==> config.mk <==
export PLATFORM = sky130hd
export DESIGN_NAME = load_ext
export DESIGN_NICKNAME = d
export VERILOG_FILES = /design/src/rv_mem_pkg.sv /design/src/load_ext.sv
export SDC_FILE = /design/constraint.sdc
export NUM_CORES = 1
export LEC_CHECK = 0
export ABC_AREA = 1
export BUFFER_PORTS_ARGS = -buffer_cell sky130_fd_sc_hd__buf_2
export CAP_MARGIN = 20
export CORE_UTILIZATION = 37
export DETAILED_ROUTE_END_ITERATION = 7
export PLACE_DENSITY = 0.91
export SYNTH_ARGS = -nofsm -noshare
export SYNTH_HDL_FRONTEND = slang
export SYNTH_SLANG_ARGS = --single-unit
==> constraint.sdc <==
create_clock -name vclk -period 2.61
set_clock_uncertainty 0.1 [all_clocks]
set_input_delay 0.522 -clock vclk [all_inputs]
set_output_delay 0.522 -clock vclk [all_outputs]
set_load 0.05 [all_outputs]
==> src/rv_mem_pkg.sv <==
// shared types for the memory stage, imported by every module of the memory subsystem
package rv_mem_pkg;

    // funct3 codes of loads and stores
    typedef enum logic [2:0] {
        SZ_B  = 3'b000,
        SZ_H  = 3'b001,
        SZ_W  = 3'b010,
        SZ_BU = 3'b100,
        SZ_HU = 3'b101
    } mem_size_e;

    typedef enum logic [1:0] {
        LSU_IDLE,
        LSU_RD_WAIT,
        LSU_WR_WAIT,
        LSU_HOLD
    } lsu_state_e;

    // execute to memory
    typedef struct packed {
        logic [31:0] pc;
        logic [31:0] inst;
        logic [31:0] ex_result;   // address for loads and stores
        logic [31:0] csrs;
        logic [31:0] rs2_value;   // store data
        logic [4:0]  rd;
        mem_size_e   funct3;
        logic        mem_ren;
        logic        mem_wen;
        logic        r_wen;
        logic [3:0]  csr_wen;
        logic        jump_flag;
    } ex_mem_t;

    // memory to writeback
    typedef struct packed {
        logic [31:0] pc;
        logic [31:0] inst;
        logic [31:0] ex_result;
        logic [31:0] mem_rdata;   // zero unless a load
        logic [31:0] csrs;
        logic [4:0]  rd;
        logic        r_wen;
        logic [3:0]  csr_wen;
        logic        mem_ren;
        logic        jump_flag;
    } mem_wb_t;

    // retired instruction
    typedef struct packed {
        logic [31:0] pc;
        logic [31:0] inst;
        logic [4:0]  rd;
        logic [31:0] wdata;
        logic        r_wen;
        logic [3:0]  csr_wen;
        logic [31:0] csrs;
        logic        jump_flag;
    } commit_t;

endpackage

==> src/load_ext.sv <==
// load data widening; turns a raw RAM word into the register value for the given access size
module load_ext (
    input  logic [31:0]           raw,
    input  rv_mem_pkg::mem_size_e size,
    output logic [31:0]           data
);
    import rv_mem_pkg::*;

    always_comb begin
        case (size)
            SZ_B: begin
                data = {{24{raw[7]}}, raw[7:0]};
            end
            SZ_H: begin
                data = {{16{raw[15]}}, raw[15:0]};
            end
            SZ_W: begin
                data = raw;
            end
            SZ_BU: begin
                data = {24'd0, raw[7:0]};
            end
            SZ_HU: begin
                data = {16'd0, raw[15:0]};
            end
            default: begin
                data = '0;   // not a load code
            end
        endcase
    end

endmodule

### After elaboration in Yosys (flattened, before gate mapping)

Index checks and enable logic that the tools add are counted.

| cells by class | value |
|---|---|
| equal/unequal tests | 4 |
| multiplexer cells | 1 |
| reductions and logical operators | 1 |

Operators with widths:

| cell | number |
|---|---|
| case mux 32 bit (5 select lines) | 1 |
| equality test 3 bit (second input constant) | 2 |
| equality test 3 x 1 -> 1 bit (second input constant) | 1 |
| equality test 3 x 2 -> 1 bit (second input constant) | 1 |
| zero test 3 bit | 1 |

| word-level totals | value |
|---|---|
| register bits after elaboration | 0 |
| output and inout bits | 32 |
| logic and storage cells | 6 |

### Longest topological paths before layout

| depth | value |
|---|---|
| depth after elaboration | 2 |
| depth in mapped cells | 6 |

### Least setup slack after synthesis

Ideal clock, no wire load.

| path | value |
|---|---|
| path kind | input to output |
| from | input size[1] |
| to | output data[11] |
| data arrival time | 1.622 ns |
| data required time | 1.988 ns |
| slack | 0.366 ns |
| cell stages on the path | 4 |
| buffers on the path | 1 |
| cells stage by stage | buf_2 > nor2_4 > nand2_4 > a21oi_1 |

| on the way | value |
|---|---|
| cells in the longest elaborated chain, start to end | 2 |

Ends and longest elaborated chain:

| item | RTL line | text |
|---|---|---|
| from (decl) | load_ext.sv:4 | `input rv_mem_pkg::mem_size_e size,` |
| equality test 3 bit (tied with other cells) | load_ext.sv:10 | `case (size)` |
| case mux 32 bit (5 select lines) * | load_ext.sv:10 |  |
| to (decl) | load_ext.sv:5 | `output logic [31:0] data` |

Every way passes the cells marked *; elsewhere a longest branch is shown, timed or not.

### Worst setup path in the final report

| path | value |
|---|---|
| from | input size[1] |
| to | output data[8] |

Same word-level chain as after synthesis.

==> impl_metrics.tcl <==
set metrics [dict create \
    drt_iter0_drc 17 \
    yosys_warnings 0 \
    cp_data_arrival_time_ns 1.69 \
    peakVddDrop_mv 0.180 \
    port_buffers 67 \
    finalHoldViolCount 0 \
    cp_slowest_stage_delay_ns 0.36 \
    final_nets 179 \
    yosysTopAreaCell "nand3_1" \
    dp_hpwl_um 1250 \
    globalplace.congestion 0.707 \
    hold_path_startpoint "raw[1]" \
    grt_pass1_vias 515 \
    post-route-util_pct 61.3 \
    vias 763 \
    io_pins 67 \
    period_share_pct 88.6 \
    n_fill_cell 131 \
    grt_use_total_pct 18.2 \
    wl_per_cell_um 10.4 \
    switchingPower_w 0.000183 \
    start_util_pct 40.5 \
    setup_viol 0 \
    synth.top_cell.area_share_pct 20.7 \
    synth.distinct_cells 14 \
    n_antenna_cell 0 \
    fmax_ghz 0.433 \
    critPathLaunchType "input pin" \
    syn_inst 84 \
    syn-num-nets 119 \
    die-area_sq_um 1600 \
    rsz0062_at_grt "false" \
    drive_gt1_share_pct 62.0 \
    wirelength_um 1640 \
    seq_cells 0 \
    clockPowerShare_pct 0 \
    worstMarginPinSlew_ns 0.438 \
    grt_pass1_wl_um 2140 \
    postCtsHoldBufs 0 \
    grt_max_degree 28 \
    critPathSlowestCell "buf_2" \
    synthTopCellsByCount "nand3_1, inv_1, nand3_2, nor2_1, o21ai_0" \
    drc 0 \
    cp_common_cell "buf_2" \
    period_needed_ns 2.31 \
    p_leak_nw 0.588 \
    dr.pass1.iters 4 \
    sw_frac_of_total_pct 74.7 \
    cts_resized 0 \
    status "finished, final reports clean" \
    row_count 13 \
    worstSetupPathType "input pin to output port" \
    syn_area_per_cell_sq_um 6.35 \
    postLayoutCellArea_sq_um 808 \
    ant_nets 0 \
    grt_overflow 0 \
    relSlewSlack_pct 70.8 \
    seqCellArea_sq_um 0 \
    dieHeight_um 40.0 \
    setup.worst_path.end_class "output port" \
    cp_cell_sequence "buf_2, inv_1, nor2_4, a21oi_1, buf_2" \
    die_w_um 40.0 \
    synth.area.top_cells "nand3_1, nand3_2, buf_6, nor2_4, o21ai_0" \
    p_int_w 0.0000623 \
    power_frac_comb_pct 100.0 \
    num-clock-buffers 0 \
    grt_antenna_before_repair 0 \
    post_cts_buffers 0 \
    syn-cell-area_sq_um 533 \
    maxCapViolCount 0 \
    crit_required_ns 1.99 \
    place_area_sq_um 808 \
    coreArea_sq_um 1320 \
    seqPwrFrac_pct 0 \
    viasPerCell 4.86 \
    final-max-slew-violation-count 0 \
    synth_most_common_cell "nand3_1" \
    seq_area_frac_synth_pct 0 \
    cp_max_fo 27 \
    p_per_area_nw_per_um2 304 \
    critPathLaunch "size[1]" \
    syn_to_final_growth_pct 51.6 \
    crit_end "data[8]" \
    min_path_type "input pin to output port" \
    timing.setup.tns_ns 0 \
]
worst max-delay path: cells and delay by family:
kind	cells	cell delay, ns
buf+inv	3	0.73
simple gates	1	0.36
compound gates	1	0.07
stage by stage:
step / hold slack [ns] / instances / setup slack, ns / total power (W)
2_1_floorplan: 1.16 / 84 / 0.366 / 0.000191
3_3_place_gp: 1.30 / 157 / 0.345 / 0.000243
3_5_place_dp: 1.31 / 157 / 0.300 / 0.000247
4_1_cts: 1.31 / 157 / 0.297 / 0.000247
5_1_grt: 1.33 / 157 / 0.193 / 0.000261
6_report: 1.31 / 157 / 0.298 / 0.000246
how the worst min path moves through the flow:
stage | cells past startpoint | slack (ns) | endpoint
6_report | 4 | 1.31 | data[1]
5_1_grt | 4 | 1.33 | data[5]
4_1_cts | 4 | 1.31 | data[2]
3_5_place_dp | 4 | 1.31 | data[2]
2_1_floorplan | 2 | 1.16 | data[0]
3_3_place_gp | 4 | 1.30 | data[4]
kinds of logic after synthesis:
logic type	count (synthesis)	share of synthesized area [%]
simple gates	48	59.2
buf+inv	20	23.0
compound gates	16	17.8
cell usage in the layout, fill, tap and decap left out, drive strengths merged:
cell type	n
a21oi	8
buf	67
inv	11
nand2	2
nand3	32
nor2	14
o21ai	8
cell type report:
cell class | instances | area [sq um] | share of cell area [%]
repair buffers | 67 | 335 | 41.5
well taps | 15 | 18.8 | 2.32
multi-input cells | 64 | 410 | 50.8
inverters | 11 | 43.8 | 5.42
power by group through the flow:
stage	Combinational, W	Clock [W]	Sequential [W]
after detailed placement	0.000247	0	0
after global routing	0.000261	0	0
final	0.000246	0	0
after CTS	0.000247	0	0
after floorplan	0.000191	0	0
after global placement	0.000243	0	0
routing by layer:
layer	routed length, um	share of wire [%]	global-route usage (%)	vias to the layer above
met5	0	0	0	-
met4	12	0.73	1.72	0
met3	63	3.8	0.556	2
met2	873	53	35.5	21
met1	687	42	22.4	343
li1	-	-	-	397
Power figures use the tool's default switching activity.
