==> config.mk <==
export PLATFORM = sky130hd
export DESIGN_NAME = wb_stage
export DESIGN_NICKNAME = d
export VERILOG_FILES = /design/src/rv_mem_pkg.sv /design/src/wb_stage.sv
export SDC_FILE = /design/constraint.sdc
export NUM_CORES = 1
export LEC_CHECK = 0
export BUFFER_PORTS_ARGS = -buffer_cell sky130_fd_sc_hd__buf_2
export CAP_MARGIN = 20
export CORE_AREA = 5 5 119 121
export DETAILED_ROUTE_END_ITERATION = 16
export DIE_AREA = 0 0 124 126
export GPL_ROUTABILITY_DRIVEN = 0
export PLACE_DENSITY = 0.74
export SLEW_MARGIN = 20
export SYNTH_ARGS = -nofsm -noshare
export SYNTH_HDL_FRONTEND = slang
export SYNTH_SLANG_ARGS = --single-unit
==> constraint.sdc <==
create_clock -name clk -period 11.9 [get_ports clk]
set_input_delay 1.785 -clock clk [delete_from_list [all_inputs] [get_ports clk]]
set_output_delay 1.785 -clock clk [all_outputs]
set_load 0.02 [all_outputs]
==> src/rv_mem_pkg.sv <==
// shared types for the memory stage, imported by every module of the memory subsystem
package rv_mem_pkg;

    // funct3 codes of loads and stores
    typedef enum logic [2:0] {
        SZ_B  = 3'b000,
        SZ_H  = 3'b001,
        SZ_W  = 3'b010,
        SZ_BU = 3'b100,
        SZ_HU = 3'b101
    } mem_size_e;

    typedef enum logic [1:0] {
        LSU_IDLE,
        LSU_RD_WAIT,
        LSU_WR_WAIT,
        LSU_HOLD
    } lsu_state_e;

    // execute to memory
    typedef struct packed {
        logic [31:0] pc;
        logic [31:0] inst;
        logic [31:0] ex_result;   // address for loads and stores
        logic [31:0] csrs;
        logic [31:0] rs2_value;   // store data
        logic [4:0]  rd;
        mem_size_e   funct3;
        logic        mem_ren;
        logic        mem_wen;
        logic        r_wen;
        logic [3:0]  csr_wen;
        logic        jump_flag;
    } ex_mem_t;

    // memory to writeback
    typedef struct packed {
        logic [31:0] pc;
        logic [31:0] inst;
        logic [31:0] ex_result;
        logic [31:0] mem_rdata;   // zero unless a load
        logic [31:0] csrs;
        logic [4:0]  rd;
        logic        r_wen;
        logic [3:0]  csr_wen;
        logic        mem_ren;
        logic        jump_flag;
    } mem_wb_t;

    // retired instruction
    typedef struct packed {
        logic [31:0] pc;
        logic [31:0] inst;
        logic [4:0]  rd;
        logic [31:0] wdata;
        logic        r_wen;
        logic [3:0]  csr_wen;
        logic [31:0] csrs;
        logic        jump_flag;
    } commit_t;

endpackage

==> src/wb_stage.sv <==
// writeback stage; picks the result, updates the register file and holds the commit port
module wb_stage (
    input  logic                clk,
    input  logic                rst_n,
    input  rv_mem_pkg::mem_wb_t in_bundle,
    input  logic                in_valid,
    output logic                in_ready,
    output rv_mem_pkg::commit_t commit,
    output logic                commit_valid,
    input  logic                commit_ready
);

    logic [31:0] regs [1:31];   // x0 hardwired to zero
    logic        take;
    logic        retire;

    assign in_ready = !commit_valid || commit_ready;
    assign take     = in_valid && in_ready;
    assign retire   = commit_valid && commit_ready;

    always_ff @(posedge clk) begin
        if (!rst_n) begin
            commit_valid <= 1'b0;
        end else if (take) begin
            commit_valid <= 1'b1;
        end else if (commit_ready) begin
            commit_valid <= 1'b0;
        end
    end

    always_ff @(posedge clk) begin
        if (take) begin
            commit.pc        <= in_bundle.pc;
            commit.inst      <= in_bundle.inst;
            commit.rd        <= in_bundle.rd;
            commit.wdata     <= in_bundle.mem_ren ? in_bundle.mem_rdata : in_bundle.ex_result;
            commit.r_wen     <= in_bundle.r_wen;
            commit.csr_wen   <= in_bundle.csr_wen;
            commit.csrs      <= in_bundle.csrs;
            commit.jump_flag <= in_bundle.jump_flag;
        end
    end

    // write on retirement only
    always_ff @(posedge clk) begin
        if (retire && commit.r_wen && (commit.rd != 5'd0)) begin
            regs[commit.rd] <= commit.wdata;
        end
    end

endmodule
### Word level (Yosys, flattened, before mapping)

Cells that the tools add are included.

| operators by class | value |
|---|---|
| muxes and demuxes | 3 |
| reduce and logical (&&, ||, !) cells | 4 |

Operators with widths:

| kind | number |
|---|---|
| $mux 32 | 1 |
| $mux 1 | 2 |
| $reduce_bool 2->1 | 1 |
| $logic_and 1x1->1 | 1 |
| $logic_not 1->1 | 1 |
| $logic_or 1x1->1 | 1 |

| word-level totals | value |
|---|---|
| bits in registers | 140 |
| input port bits | 176 |
| output and inout port bits | 141 |

### Longest topological paths before layout

| depth | value |
|---|---|
| depth in word-level cells | 4 |
| depth in mapped cells | 3 |
| mapped depth without buffers | 2 |

### Least setup slack after synthesis

OpenSTA, ideal clock, no wires.

| timing path | value |
|---|---|
| path type | input to register |
| from | input port commit_ready |
| to | register commit[0] (netlist bit) (enable) |
| library setup time | 0.515 ns |
| arrival time | 5.268 ns |
| data required time | 11.385 ns |
| slack | 6.117 ns |
| cell stages on the path | 2 |
| cells stage by stage | nand2b_1 > and2_1 |

| between the ends | value |
|---|---|
| word-level cells in the longest chain between the ends | 2 |

RTL lines:

| item | line | RTL |
|---|---|---|
| start, declared | wb_stage.sv:10 | `input logic commit_ready` |
| $logic_or 1x1->1 | wb_stage.sv:17 | `assign in_ready = !commit_valid \|\| commit_ready;` |
| $logic_and 1x1->1 | wb_stage.sv:18 | `assign take = in_valid && in_ready;` |
| named net take | wb_stage.sv:14 | `logic take;` |
| end, declared | wb_stage.sv:8 | `output rv_mem_pkg::commit_t commit,` |

The timed path passes the listed nets, and every way through them passes these cells.
A chain may end at the register's enable or synchronous reset.

### Worst setup path after layout

| timing path | value |
|---|---|
| from | input port commit_ready |
| to | output port in_ready |

| between the ends | value |
|---|---|
| word-level cells in the longest chain between the ends | 1 |

RTL lines:

| item | line | RTL |
|---|---|---|
| $logic_or 1x1->1 | wb_stage.sv:17 |  |
| end, declared | wb_stage.sv:7 | `output logic in_ready,` |

No other way between the ends.

==> results.cfg <==
[outcome]
outcome = finished, final reports clean

[synthesis]
synth-xor-area-share_pct = 0
syn-cell-area_mm2 = 0.00476
yosys.area.top_type = edfxtp_1
synthAdderAreaFrac_pct = 0
synth_top_family_by_area = multiplexers
synth_most_common_cell = edfxtp_1
synth_cell_types = 10
synthCells = 180
yosysWarnings = 0
yosys.area_share.simple_pct = 0.263
ys_seq_area_share_pct = 88.1
synth_compound_area_share_pct = 0.158
netlist_top_cells_count = 139 x edfxtp_1, 30 x mux2_4, 3 x buf_12
avgSynthCellArea_um2 = 26.5
synth_flop_cell = edfxtp_1
synth-edff-count = 139
synthMuxAreaShare_pct = 9.93
synthArstFlopShare_pct = 0
synth.area.top_cells = edfxtp_1 88%, mux2_4 9.5%, buf_12 1.3%, mux2_2 0.47%, dfxtp_1 0.42%
ys_ff_latch = 140
synth_top_cell_area_share_pct = 87.7
postSynthNetCount = 356

[floorplan]
core_mm2 = 0.0130
die_x_um = 124
pin_count = 317
row_count = 42
start_util_pct = 36.7
die_y_um = 126
die-area_mm2 = 0.0156

[sta]
hold_viol = 0
max_freq_ghz = 0.250
relSlewSlack_pct = 29.0
fin_ws_ps = 7910
setup_viol = 0
fin_crit_ps = 3990
final_min_period_over_clock_period_pct = 33.6
maxSlewViolCount = 0
rsz0062_at_grt = false
fin_tns_setup_ps = 0
worst_pin_slew_ps = 1070
clock_skew_ps = 6.72

[route]
first_pass_iters = 4
viasPerCell = 4.26
final_antenna_net_count = 0
num_vias = 2978
wl_per_cell_um = 17.2
drc_errors = 0
initialDrtViolationCount = 104
drt_wl_total_um = 12000

[final_layout]
num-fill-cells = 1030
syn2layout_area_growth_pct = 48.2
postLayoutCoreUtil_pct = 54.4
final_layout_size_suffix_gt1_share_pct = 72.3
n_antenna_cell = 0
final_nets = 688
final_area_mm2 = 0.00706

[cts]
cts_sinks = 140
cts_tree = done
ctsLongestPathBuffers = 2
clkTransAtPathRegs_ps = 60
cts_resized = 0
postCtsSetupBuffers = 0
ctsHoldBuffers = 0
htreeDepth = 4
cts_root_buffer = clkbuf_16
worstSkewPairLatency_ps = 400
cts_buffers = 17

[global_routing]
antenna_found_initial = 1
grt_pass1_wl_um = 17100
track_usage_pct = 14.9
grt_overflow_total = 0
grt_max_degree = 88
grt_pass1_vias = 3240

[power]
total_power_uw = 1200
powerDensity_mw_per_mm2 = 171
worst_ir_drop_vdd_mv = 0.0700
p_leak_uw = 0.00314

[worst_setup_path]
crit_required_ps = 10120
critPathCaptureType = output pin
endpoint = in_ready
r2r_cells = 3
reg2reg_to = commit[120]
cp-start-kind = primary input
worst_ep_arrival_time_ps = 2210
crit_type = primary input to output pin
path_max_fanout = 3
regToRegStartpoint = commit_valid
r2r_slack_ps = 9470
startpoint = commit_ready

[place]
port_buffers = 316
dpl_cell_area_mm2 = 0.00650
place_ws_ps = 7900
dp_hpwl_um = 9600

[worst_hold_path]
hp-class = flip-flop to flip-flop

[flow_run]
maxCapViolations = 0
## through the flow
step	std cells	hold WS [ps]
5_1_grt	699	587
6_report	699	550
4_1_cts	699	550
2_1_floorplan	180	750
3_5_place_dp	669	541
3_3_place_gp	669	508
## worst min-delay path by stage
stage	startpoint	endpoint	slack, ps	depth (start not counted)
2_1_floorplan	commit_valid	commit_valid	750	2
3_3_place_gp	commit_valid	commit_valid	510	2
3_5_place_dp	commit_valid	commit_valid	540	2
4_1_cts	commit_valid	commit_valid	550	2
5_1_grt	commit_valid	commit_valid	590	2
6_report	commit_valid	commit_valid	550	2
## report_power, final
group / internal, uW / switching (uW)
Sequential: 580 / 7.29
Clock: 304 / 186
Combinational: 51.8 / 74.0
Total: 936 / 267
## metal layers
layer	vias up	track usage (%)	part of all wire [%]
met5	-	0	0.12
met1	1380	14.6	32
met4	2	6.06	1.5
li1	1387	-	-
met3	18	7.17	14
met2	191	26.7	52
## layout by cell type, fill, tap and decap left out
master and n:
clkinvlp_4 2, mux2_4 30, edfxtp_1 139, clkbuf_1 1, clkinv_1 1, buf_2 316
a21boi_0 1, nand2b_1 1, buf_4 1, inv_1 1, and2_4 1, inv_6 1
mux2_2 2, clkinv_2 4, clkinv_4 2, dfxtp_1 1, clkbuf_16 17, bufinv_16 2
## worst max-delay path, stage by stage
cell,delay (ps)
buf_2,90
nand2b_1,160
buf_2,170
## kinds of logic (layout without fill, tap and decap cells)
group	count (synthesis)	after routing
compound gates	1	1
simple gates	2	2
mux	32	32
flops	140	140
buf+inv	5	348
## layout make-up
cell class	instances	area (um^2)	share of cell area [%]
Timing Repair Buffer	317	1590	22.5
Clock inverter	12	125	1.77
Inverter	1	3.75	0.0532
Tap cell	176	220	3.12
Clock buffer	18	429	6.08
Sequential cell	140	4190	59.4
Multi-Input combinational cell	35	495	7.02
## registers in the layout, summed over array words and instances, names as in the netlist
| name | flops |
|---|---|
| commit_valid | 1 |
| commit | 139 |
(Power assumes the default switching activity.)
