<file path="config.mk">
export PLATFORM = sky130hd
export DESIGN_NAME = lsu
export DESIGN_NICKNAME = d
export VERILOG_FILES = /design/src/rv_mem_pkg.sv /design/src/lsu.sv
export SDC_FILE = /design/constraint.sdc
export NUM_CORES = 1
export LEC_CHECK = 0
export BUFFER_PORTS_ARGS = -buffer_cell sky130_fd_sc_hd__buf_4
export CAP_MARGIN = 0
export CORE_AREA = 2 2 203 205
export CTS_CLUSTER_DIAMETER = 30
export DETAILED_ROUTE_END_ITERATION = 7
export DIE_AREA = 0 0 205 207
export PLACE_DENSITY = 0.43
export SLEW_MARGIN = 20
export SYNTH_ARGS = -nofsm -noshare
export SYNTH_HDL_FRONTEND = slang
export SYNTH_SLANG_ARGS = --single-unit
</file>
<file path="constraint.sdc">
create_clock -name clk -period 6.7 [get_ports clk]
set_input_delay 0.67 -clock clk [delete_from_list [all_inputs] [get_ports clk]]
set_output_delay 0.67 -clock clk [all_outputs]
set_load 0.05 [all_outputs]
</file>
<file path="src/rv_mem_pkg.sv">
// shared types for the memory stage, imported by every module of the memory subsystem
package rv_mem_pkg;

    // funct3 codes of loads and stores
    typedef enum logic [2:0] {
        SZ_B  = 3'b000,
        SZ_H  = 3'b001,
        SZ_W  = 3'b010,
        SZ_BU = 3'b100,
        SZ_HU = 3'b101
    } mem_size_e;

    typedef enum logic [1:0] {
        LSU_IDLE,
        LSU_RD_WAIT,
        LSU_WR_WAIT,
        LSU_HOLD
    } lsu_state_e;

    // execute to memory
    typedef struct packed {
        logic [31:0] pc;
        logic [31:0] inst;
        logic [31:0] ex_result;   // address for loads and stores
        logic [31:0] csrs;
        logic [31:0] rs2_value;   // store data
        logic [4:0]  rd;
        mem_size_e   funct3;
        logic        mem_ren;
        logic        mem_wen;
        logic        r_wen;
        logic [3:0]  csr_wen;
        logic        jump_flag;
    } ex_mem_t;

    // memory to writeback
    typedef struct packed {
        logic [31:0] pc;
        logic [31:0] inst;
        logic [31:0] ex_result;
        logic [31:0] mem_rdata;   // zero unless a load
        logic [31:0] csrs;
        logic [4:0]  rd;
        logic        r_wen;
        logic [3:0]  csr_wen;
        logic        mem_ren;
        logic        jump_flag;
    } mem_wb_t;

    // retired instruction
    typedef struct packed {
        logic [31:0] pc;
        logic [31:0] inst;
        logic [4:0]  rd;
        logic [31:0] wdata;
        logic        r_wen;
        logic [3:0]  csr_wen;
        logic [31:0] csrs;
        logic        jump_flag;
    } commit_t;

endpackage

</file>
<file path="src/lsu.sv">
// memory stage; registers the execute bundle, runs the RAM handshakes and feeds writeback
module lsu #(
    parameter int ADDR_W = 10
) (
    input  logic                  clk,
    input  logic                  rst_n,
    input  rv_mem_pkg::ex_mem_t   in_bundle,
    input  logic                  in_valid,
    output logic                  in_ready,
    output logic [ADDR_W-1:0]     araddr,
    output logic                  arvalid,
    output logic                  rready,
    input  logic [31:0]           rdata,
    input  logic                  rvalid,
    output logic [ADDR_W-1:0]     awaddr,
    output logic                  awvalid,
    output logic [31:0]           wdata,
    output rv_mem_pkg::mem_size_e wsize,
    output logic                  wvalid,
    output logic                  bready,
    input  logic                  bvalid,
    input  logic                  bresp,
    input  logic [31:0]           ext_data,
    output logic [31:0]           ext_raw,
    output rv_mem_pkg::mem_size_e ext_size,
    output rv_mem_pkg::mem_wb_t   out_bundle,
    output logic                  out_valid,
    input  logic                  out_ready
);
    import rv_mem_pkg::*;

    lsu_state_e  state;
    lsu_state_e  state_nxt;
    lsu_state_e  take_state;
    ex_mem_t     req;
    logic [31:0] load_data;
    logic        take;
    logic        rd_done;
    logic        wr_done;

    assign take    = in_valid && in_ready;
    assign rd_done = rvalid && rready;
    assign wr_done = bvalid && bready && bresp;   // retry on error response

    // a held result may leave in the same cycle a new bundle arrives
    assign in_ready = (state == LSU_IDLE) || ((state == LSU_HOLD) && out_ready);

    always_comb begin
        if (in_bundle.mem_ren) begin
            take_state = LSU_RD_WAIT;
        end else if (in_bundle.mem_wen) begin
            take_state = LSU_WR_WAIT;
        end else begin
            take_state = LSU_HOLD;   // alu result, no memory access
        end
    end

    always_comb begin
        state_nxt = state;
        case (state)
            LSU_IDLE: begin
                if (take) begin
                    state_nxt = take_state;
                end
            end
            LSU_RD_WAIT: begin
                if (rd_done) begin
                    state_nxt = LSU_HOLD;
                end
            end
            LSU_WR_WAIT: begin
                if (wr_done) begin
                    state_nxt = LSU_HOLD;
                end
            end
            LSU_HOLD: begin
                if (take) begin
                    state_nxt = take_state;
                end else if (out_ready) begin
                    state_nxt = LSU_IDLE;
                end
            end
            default: begin
                state_nxt = LSU_IDLE;
            end
        endcase
    end

    always_ff @(posedge clk) begin
        if (!rst_n) begin
            state <= LSU_IDLE;
        end else begin
            state <= state_nxt;
        end
    end

    always_ff @(posedge clk) begin
        if (take) begin
            req <= in_bundle;
        end
        if (rd_done) begin
            load_data <= ext_data;   // already widened
        end
    end

    // read channel
    assign araddr  = req.ex_result[ADDR_W+1:2];
    assign arvalid = (state == LSU_RD_WAIT);
    assign rready  = (state == LSU_RD_WAIT);

    // write channel, strobes held until the response
    assign awaddr  = req.ex_result[ADDR_W+1:2];
    assign awvalid = (state == LSU_WR_WAIT);
    assign wvalid  = (state == LSU_WR_WAIT);
    assign bready  = (state == LSU_WR_WAIT);
    assign wdata   = req.rs2_value;
    assign wsize   = req.funct3;

    assign ext_raw  = rdata;
    assign ext_size = req.funct3;

    assign out_valid = (state == LSU_HOLD);

    always_comb begin
        out_bundle.pc        = req.pc;
        out_bundle.inst      = req.inst;
        out_bundle.ex_result = req.ex_result;
        out_bundle.mem_rdata = req.mem_ren ? load_data : 32'd0;
        out_bundle.csrs      = req.csrs;
        out_bundle.rd        = req.rd;
        out_bundle.r_wen     = req.r_wen;
        out_bundle.csr_wen   = req.csr_wen;
        out_bundle.mem_ren   = req.mem_ren;
        out_bundle.jump_flag = req.jump_flag;
    end

endmodule

</file>
# Word-level counts from Yosys, hierarchy flattened

Index checks and enable logic that the tools add are counted.

Output and inout bits: 269
Memory bits (writable): 0
Bits in latches: 0
Register bits: 209
Bits in read-only memories: 0
Memories kept: 0

Div/mod/pow operators: 0
Shift operators: 0
Multiplexer cells: 9
Multipliers: 0
Bitwise logic cells: 0
Reduce and logical (&&, ||, !) cells: 8
$lt $le $gt $ge: 0
Equality and inequality tests: 7
Add/sub/neg operators: 0

Operators with widths:

| cell                                           | count |
|---|---|
| two-way mux 32 bit                             | 1 |
| two-way mux 2 bit                              | 6 |
| case mux 2 bit (4 select lines)                | 1 |
| logical AND 1 bit                              | 5 |
| == test 2 bit (second input constant)          | 2 |
| != test 2 x 1 -> 1 bit (second input constant) | 2 |
| AND reduction 4 bit                            | 1 |
| != test 3 x 1 -> 1 bit (second input constant) | 1 |
| == test 2 x 1 -> 1 bit (second input constant) | 1 |
| zero test 2 bit                                | 1 |
| != test 2 bit (second input constant)          | 1 |
| logical OR 1 bit                               | 1 |
| two-way mux 1 bit                              | 1 |

# Logic depth before layout (Yosys ltp)

Gate-level depths: netlist (run 1).

Depth after elaboration: 6
Gate-level depth with buffers: 5

# Worst setup path after synthesis (run 1)

No wires, ideal clock.

Kind: register to register
Start: register state[0]
End: register req, in the netlist araddr[0], enable pin
Path buffers: 0
Setup slack: 0.735 ns
Period minus slack after synthesis: 5.965 ns
Setup time: 0.555 ns
Arrival: 5.410 ns
Stages on the path, launching flop included: 4
Path through: dfxtp_1 > ha_1 > a21o_1 > and2_1

Longest elaborated chain between the ends: 4
Elaborated cells between the ends (all ways): 5

RTL lines:

| item                   | line      | RTL |
|---|---|---|
| start, declared        | lsu.sv:32 | `lsu_state_e state;` |
| start signal, assigned | lsu.sv:93 | `state <= state_nxt;` |
| == test 2 bit          | n/a       |  |
| named net out_valid    | lsu.sv:27 | `output logic out_valid,` |
| logical AND 1 bit      | lsu.sv:46 | `assign in_ready = (state == LSU_IDLE) \|\| ((state == LSU_HOLD) && out_ready);` |
| logical OR 1 bit       | lsu.sv:46 |  |
| named net in_ready     | lsu.sv:9  | `output logic in_ready,` |
| logical AND 1 bit      | lsu.sv:41 | `assign take = in_valid && in_ready;` |
| end signal, assigned   | lsu.sv:99 | `req <= in_bundle;` |
| end, declared          | lsu.sv:35 | `ex_mem_t req;` |

The timed path passes the listed nets, and every way through them passes these cells.
A chain may end at the register's enable or synchronous reset.

# Final worst setup path (run 1)

Start: register state[0]
End: register req, in the netlist out_bundle[33], enable pin

Longest elaborated chain between the ends: 4
Elaborated cells between the ends (all ways): 5

RTL lines:

| item                | line |
|---|---|
| == test 2 bit       | lsu.sv:46 |
| logical AND 1 bit   | lsu.sv:46 |
| logical OR 1 bit *  | lsu.sv:46 |
| logical AND 1 bit * | lsu.sv:41 |

Every way passes the cells marked *; elsewhere a longest branch is shown, timed or not.

==> out/qor.txt, run 1 <==
CP delay by family, top -> buffers and inverters
Vias after detailed routing -> 4645
Hold bufs inserted after CTS -> 0
Crit path launch type -> flop
Sequential area share after synthesis -> 87.5%
Net switching power -> 2.59 mW
Starting DRT DRC Count -> 109
Crit path cell chain -> inv_1 > ha_1 > a21o_1 > and2_4 > buf_12
Netlist cell types -> 20
Fin crit share -> 37.4%
All-Layer GR Usage -> 10.3%
Cells after Synth -> 328
# setup viols final -> 0
Warnings, synthesis -> 0
CTS tree -> done
Tmin final -> 2510 ps
Mean post-synth cell area -> 21.8 um2
Commonest non-fill, non-tap cell in the layout -> buf_4
Cell count after placement -> 1252
F_max -> 399 MHz
Largest stage delay, worst path -> 530 ps
HPWL Detailed -> 17300 um
Worst Hold End -> out_bundle[30]
PortBufs -> 451
Unrepaired setup endpoints after global routing -> no
Net Sw Frac -> 37.2%
CTS Buffer Depth -> 3
# nets final -> 1029
Antenna cell count -> 0
Worst hold path type -> in -> reg
CP max-delay cell -> and2_4
Die X -> 205 um
Fin cells -> 1356
Internal -> 4.37 mW
Max H-tree Level -> 2
Tot Pwr -> 6.96 mW
Routed Antenna Nets -> 0
Remaining DRCs -> 0
Crit Path Max Fanout -> 134
Register share of total power -> 28.3%
Reg clk slew, reported paths -> 50 ps
CTS resizes -> 0
CP endpoint kind -> flop
Leak -> 5.33 nW
Final Max Slew Viols -> 0
Die area -> 42400 um2
Core area -> 40400 um2
Total power per unit cell area -> 544 nW/um2
Clk_lat worst skew -> 600 ps
Arr. time, crit path -> 2680 ps
CTS buffer count -> 55
Crit Path Class -> reg -> reg
Synth-to-Final Area Change -> 78.9%
Initial core utilization -> 17.7%
Clock network power share -> 39.6%
Initial antenna violation count -> 1
Peak VDD IR -> 0.000324 V
Reg-to-Reg End -> out_bundle[33]
Slew HR -> 43.0%
Die Span Y -> 207 um
Drt first pass iters -> 6
Hold path start -> in_bundle[66]
Combinational fraction of design power -> 32.0%
CTS sink count -> 209
Worst Skew -> 53.6 ps
Hold path depth -> 1
Final wirelength -> 22700 um
Placement Rows -> 74
Syn_nets -> 580
CP required -> 6870 ps
Worst slew pin tran -> 855 ps
Wirelength per Cell -> 16.8 um
Mapped Area -> 7150 um2
I/O pin cnt -> 516
Max-Cap Viols -> 0
Vias in the first global route -> 5080
RR Startpoint -> state[0]
Final Hold Fails -> 0
Root Buffer -> clkbuf_16
Grt total ovfl -> 0
First-pass GRT wire length -> 31600 um
Post CTS Setup Buffer Count -> 0
Layout cells sized above 1 -> 67.1%
Worst Path Buf+Inv -> 2
Placer Congestion -> 0.779
Cell count of the worst reg-to-reg path -> 5
Status -> finished, final reports clean
Via density -> 3.43
WHS -> 245 ps
Largest net degree at the start of global routing -> 135
Register bit total from synthesis -> 209
Commonest cells after routing, fill and taps aside -> buf_4, edfxtp_1, clkbuf_16, and2_1, bufinv_16
Setup TNS Final -> 0 ps
Reg-to-reg slack, setup -> 4190 ps
==> layout make-up <==
cell class                      instances  area (um2)
Fill cell                            4003       27600
Sequential cell                       209        6260
Timing Repair Buffer                  453        3410
Clock buffer                           57        1380
Tap cell                              532         666
Clock inverter                         47         619
Multi-Input combinational cell         54         432
Inverter                                4        15.0
==> worst max-delay path by stage <==
stage                      endpoint  slack [ps]           from  cells after the start
floorplan                 araddr[0]         730       state[0]                      3
global placement    out_bundle[110]        4080      out_ready                      4
detailed placement   out_bundle[94]        4090      out_ready                      4
CTS                  out_bundle[75]        4130  out_bundle[1]                      2
global route         out_bundle[33]        3990       state[0]                      5
finish               out_bundle[33]        4190       state[0]                      5
==> state kept, by name, indices dropped and copies added, names as in the netlist <==
| name | cells |
|---|---|
| araddr | 10 |
| load_data | 32 |
| out_bundle | 130 |
| ext_size | 3 |
| state | 2 |
| wdata | 32 |
==> stage by stage <==
| step | setup WS, ps | instance area [um2] | utilization (%) |
|---|---|---|---|
| floorplan | 735 | 7150 | - |
| global placement | 4080 | 10800 | 26.7 |
| CTS | 4130 | 12800 | 31.7 |
| detailed placement | 4090 | 10800 | 26.7 |
| global route | 3990 | 12800 | 31.7 |
| finish | 4190 | 12800 | 31.7 |
==> synthesized netlist by cell type <==
cell type | instances | area (um2)
edfxtp_1 | 207 | 6220
o211a_1 | 1 | 10.0
nand2_1 | 2 | 7.51
ha_1 | 5 | 62.6
buf_4 | 58 | 435
a21boi_4 | 1 | 18.8
nand2b_1 | 1 | 6.26
o221ai_1 | 2 | 17.5
and2_1 | 34 | 213
nor2b_4 | 1 | 13.8
a2111oi_4 | 1 | 27.5
nor2b_1 | 1 | 6.26
dfxtp_1 | 2 | 40.0
clkbuf_1 | 3 | 11.3
a21o_1 | 1 | 7.51
inv_2 | 1 | 3.75
or2_2 | 1 | 6.26
inv_1 | 3 | 11.3
nor3b_2 | 1 | 12.5
mux2i_1 | 2 | 20.0
==> logic make-up after synthesis <==
kind of cell	count (synthesis)	synth area share, %
AO/OA/AOI/OAI	6	1.14
adder cells (fa/ha/maj)	5	0.875
buffers and inverters	65	6.46
flip-flops	209	87.5
multiplexers	2	0.280
AND/OR/NAND/NOR	41	3.71
==> per-layer routing <==
layer  part of all wire (%)  vias to the layer above  GRT usage, %
met1                     33                     2150          9.78
met3                     14                       54          6.20
met2                     49                      344          17.1
met5                      0                        -             0
li1                       -                     2097             -
met4                    3.6                        0          5.83
==> power by group through the flow <==
stage | sequential (mW) | clock [mW] | combinational [mW]
2_1_floorplan | 2.96 | 0 | 0.662
3_3_place_gp | 1.99 | 0 | 2.27
3_5_place_dp | 2.00 | 0 | 2.26
4_1_cts | 1.98 | 2.83 | 2.27
5_1_grt | 2.01 | 2.89 | 2.32
6_report | 1.97 | 2.76 | 2.23
Power figures use the tool's default switching activity.
==> run 2: changes to the inputs <==
Settings changed: CORE_AREA 2 2 203 205 to 2 2 202 204, DIE_AREA 0 0 205 207 to 0 0 204 206, PLACE_DENSITY 0.43 to 0.44.
Clock period 6.7 ns to 2.2 ns, I/O delays scaled along.
==> out/qor.txt, run 2 (synthesis gave the netlist of run 1 again) <==
Status -> finished, final reports clean
Fin crit share -> 86.1%
Die Span Y -> 206 um (-0.48%)
Synth-to-Final Area Change -> 109%
Placement Setup Slack -> 438 ps (-3650 ps)
CP required -> 1980 ps (-4890 ps)
Commonest non-fill, non-tap cell in the layout -> buf_4
Total power per unit cell area -> 1440 nW/um2 (+160%)
Commonest cells after routing, fill and taps aside -> buf_4, dlygate4sd3_1, edfxtp_1, clkbuf_16, and2_1
Wirelength per Cell -> 15.8 um (-5.9%)
Placement Rows -> 74 (unchanged)
Root Buffer -> clkbuf_16
CTS sink count -> 209 (unchanged)
Initial core utilization -> 17.8% (+0.082 points)
F_max -> 528 MHz
Peak VDD IR -> 0.000693 V (+110%)
Slew HR -> 76.4% (+33 points)
Final instance area -> 14900 um2 (+17%)
All-Layer GR Usage -> 11.4% (+1.1 points)
Crit Path Max Fanout -> 4 (-97%)
Final Max Slew Viols -> 0 (unchanged)
CTS resizes -> 0 (unchanged)
Tmin final -> 1890 ps
Starting DRT DRC Count -> 121 (+11%)
Crit path launch type -> flop
CP max-delay cell -> dfxtp_2
Initial antenna violation count -> 2 (+1)
Placed cell areas -> 10900 um2 (+1.4%)
Final Core Density -> 37.2% (+5.5 points)
CP delay by family, top -> flip-flops
Layout cells sized above 1 -> 53.7% (-13 points)
Setup TNS Final -> 0 ps (unchanged)
Worst Skew -> 16.4 ps (-37.2 ps)
Core area -> 40200 um2 (-0.46%)
Fin cells -> 1577 (+16%)
PortBufs -> 451 (unchanged)
Largest net degree at the start of global routing -> 55 (-59%)
Layout fillers -> 3805 (-4.9%)
Unrepaired setup endpoints after global routing -> no
Fin worst setup slack -> 305 ps (-3890 ps)
Routed Antenna Nets -> 0 (unchanged)
Final Hold Fails -> 0 (unchanged)
Crit Path Class -> reg -> out
I/O pin cnt -> 516 (unchanged)
Vias in the first global route -> 6095 (+20%)
Grt total ovfl -> 0 (unchanged)
Drt first pass iters -> 4 (-2)
Final wirelength -> 24900 um (+9.5%)
HPWL Detailed -> 18000 um (+4.0%)
Largest stage delay, worst path -> 360 ps (-170 ps)
CTS tree -> done
Via density -> 3.46 (+1.0%)
CP endpoint kind -> output pin
Clk_lat worst skew -> 590 ps (about the same)
Worst slew pin tran -> 354 ps (-501 ps)
Cell count after placement -> 1260 (+0.64%)
Max FFs per register -> 130 (unchanged)
First-pass GRT wire length -> 35500 um (+12%)
Max-Cap Viols -> 0 (unchanged)
Remaining DRCs -> 0 (unchanged)
# setup viols final -> 0 (unchanged)
Vias after detailed routing -> 5458 (+18%)
Arr. time, crit path -> 1670 ps (-1010 ps)
Leak -> 6.22 nW (+17%)
CTS buffer count -> 58 (+5.5%)
Crit path cell chain -> inv_1 > ha_1 > a21o_4 > buf_4
Die X -> 204 um (-0.49%)
Worst hold path type -> in -> reg
Placer Congestion -> 0.759 (-2.6%)
Max H-tree Level -> 2 (unchanged)
Worst Path Buf+Inv -> 2 (unchanged)
CTS Buffer Depth -> 3 (unchanged)
# nets final -> 1248 (+21%)
Die area -> 42000 um2 (-0.97%)
Reg clk slew, reported paths -> 40 ps (about the same)
-- run 2: changes by cell type in the layout (fill, tap and decap cells not counted), moves of 3 or more --
cell,before,now
dlygate4sd3_1,0,208
clkbuf_1,2,10
clkinv_4,7,2
bufinv_16,11,7
clkbuf_16,55,58
buf_4,452,455
buf_12,1,6
-- run 2: path summary, 6_finish.rpt --
path,start,endpoint,slack (ps),cells after the start
worst min register to register,state[0],state[0],500,2
worst max register to register,state[1],out_bundle[158],430,6
worst max-delay path,state[0],in_ready,310,4
worst min-delay path,in_bundle[6],state[0],60,4
-- run 2: worst reg2reg max path: cells and delay by family (launching register included) --
family / cells / cell delay (ps)
buffers and inverters: 3 / 550
flip-flops: 1 / 340
adder cells (fa/ha/maj): 1 / 260
AO/OA/AOI/OAI: 1 / 120
AND/OR/NAND/NOR: 1 / 170
-- run 2: final cells by class --
| class | count | area [um2] | area share (%) |
|---|---|---|---|
| sequential | 209 | 6260 | 41.9 |
| multi-input combinational | 54 | 453 | 3.03 |
| clock buffer | 68 | 1490 | 9.97 |
| timing repair buffer | 669 | 5620 | 37.6 |
| antenna | 1 | 2.50 | 0.0168 |
| inverter | 4 | 15.0 | 0.101 |
| clock inverter | 40 | 434 | 2.91 |
| tap | 532 | 666 | 4.46 |
-- run 2: where the power goes --
group / leakage (nW) / switching, mW / total [mW] / internal [mW]
Clock: 0.915 / 2.50 / 8.11 / 5.61
Sequential: 1.98 / 0.337 / 5.98 / 5.65
Combinational: 3.33 / 5.18 / 7.36 / 2.18
-- run 2: metal layers --
layer / wire, um / up-vias / track usage, %
met2: 12600 / 305 / 19.5
met5: 12 / - / 0
met4: 722 / 2 / 5.07
li1: - / 2541 / -
met3: 2640 / 44 / 5.53
met1: 8850 / 2566 / 11.9
-- run 2: what timing repair did --
item | CTS | global route
endpoints found under the hold margin | 209 | 0
hold buffers | 208 | 0
setup buffers | 0 | 0
-- run 2: stage by stage --
step	hold slack, ps	total power [mW]
3_3_place_gp	398	13.2
6_report	58.4	21.5
5_1_grt	41.5	22.3
2_1_floorplan	319	10.9
4_1_cts	24.5	21.7
3_5_place_dp	399	13.2
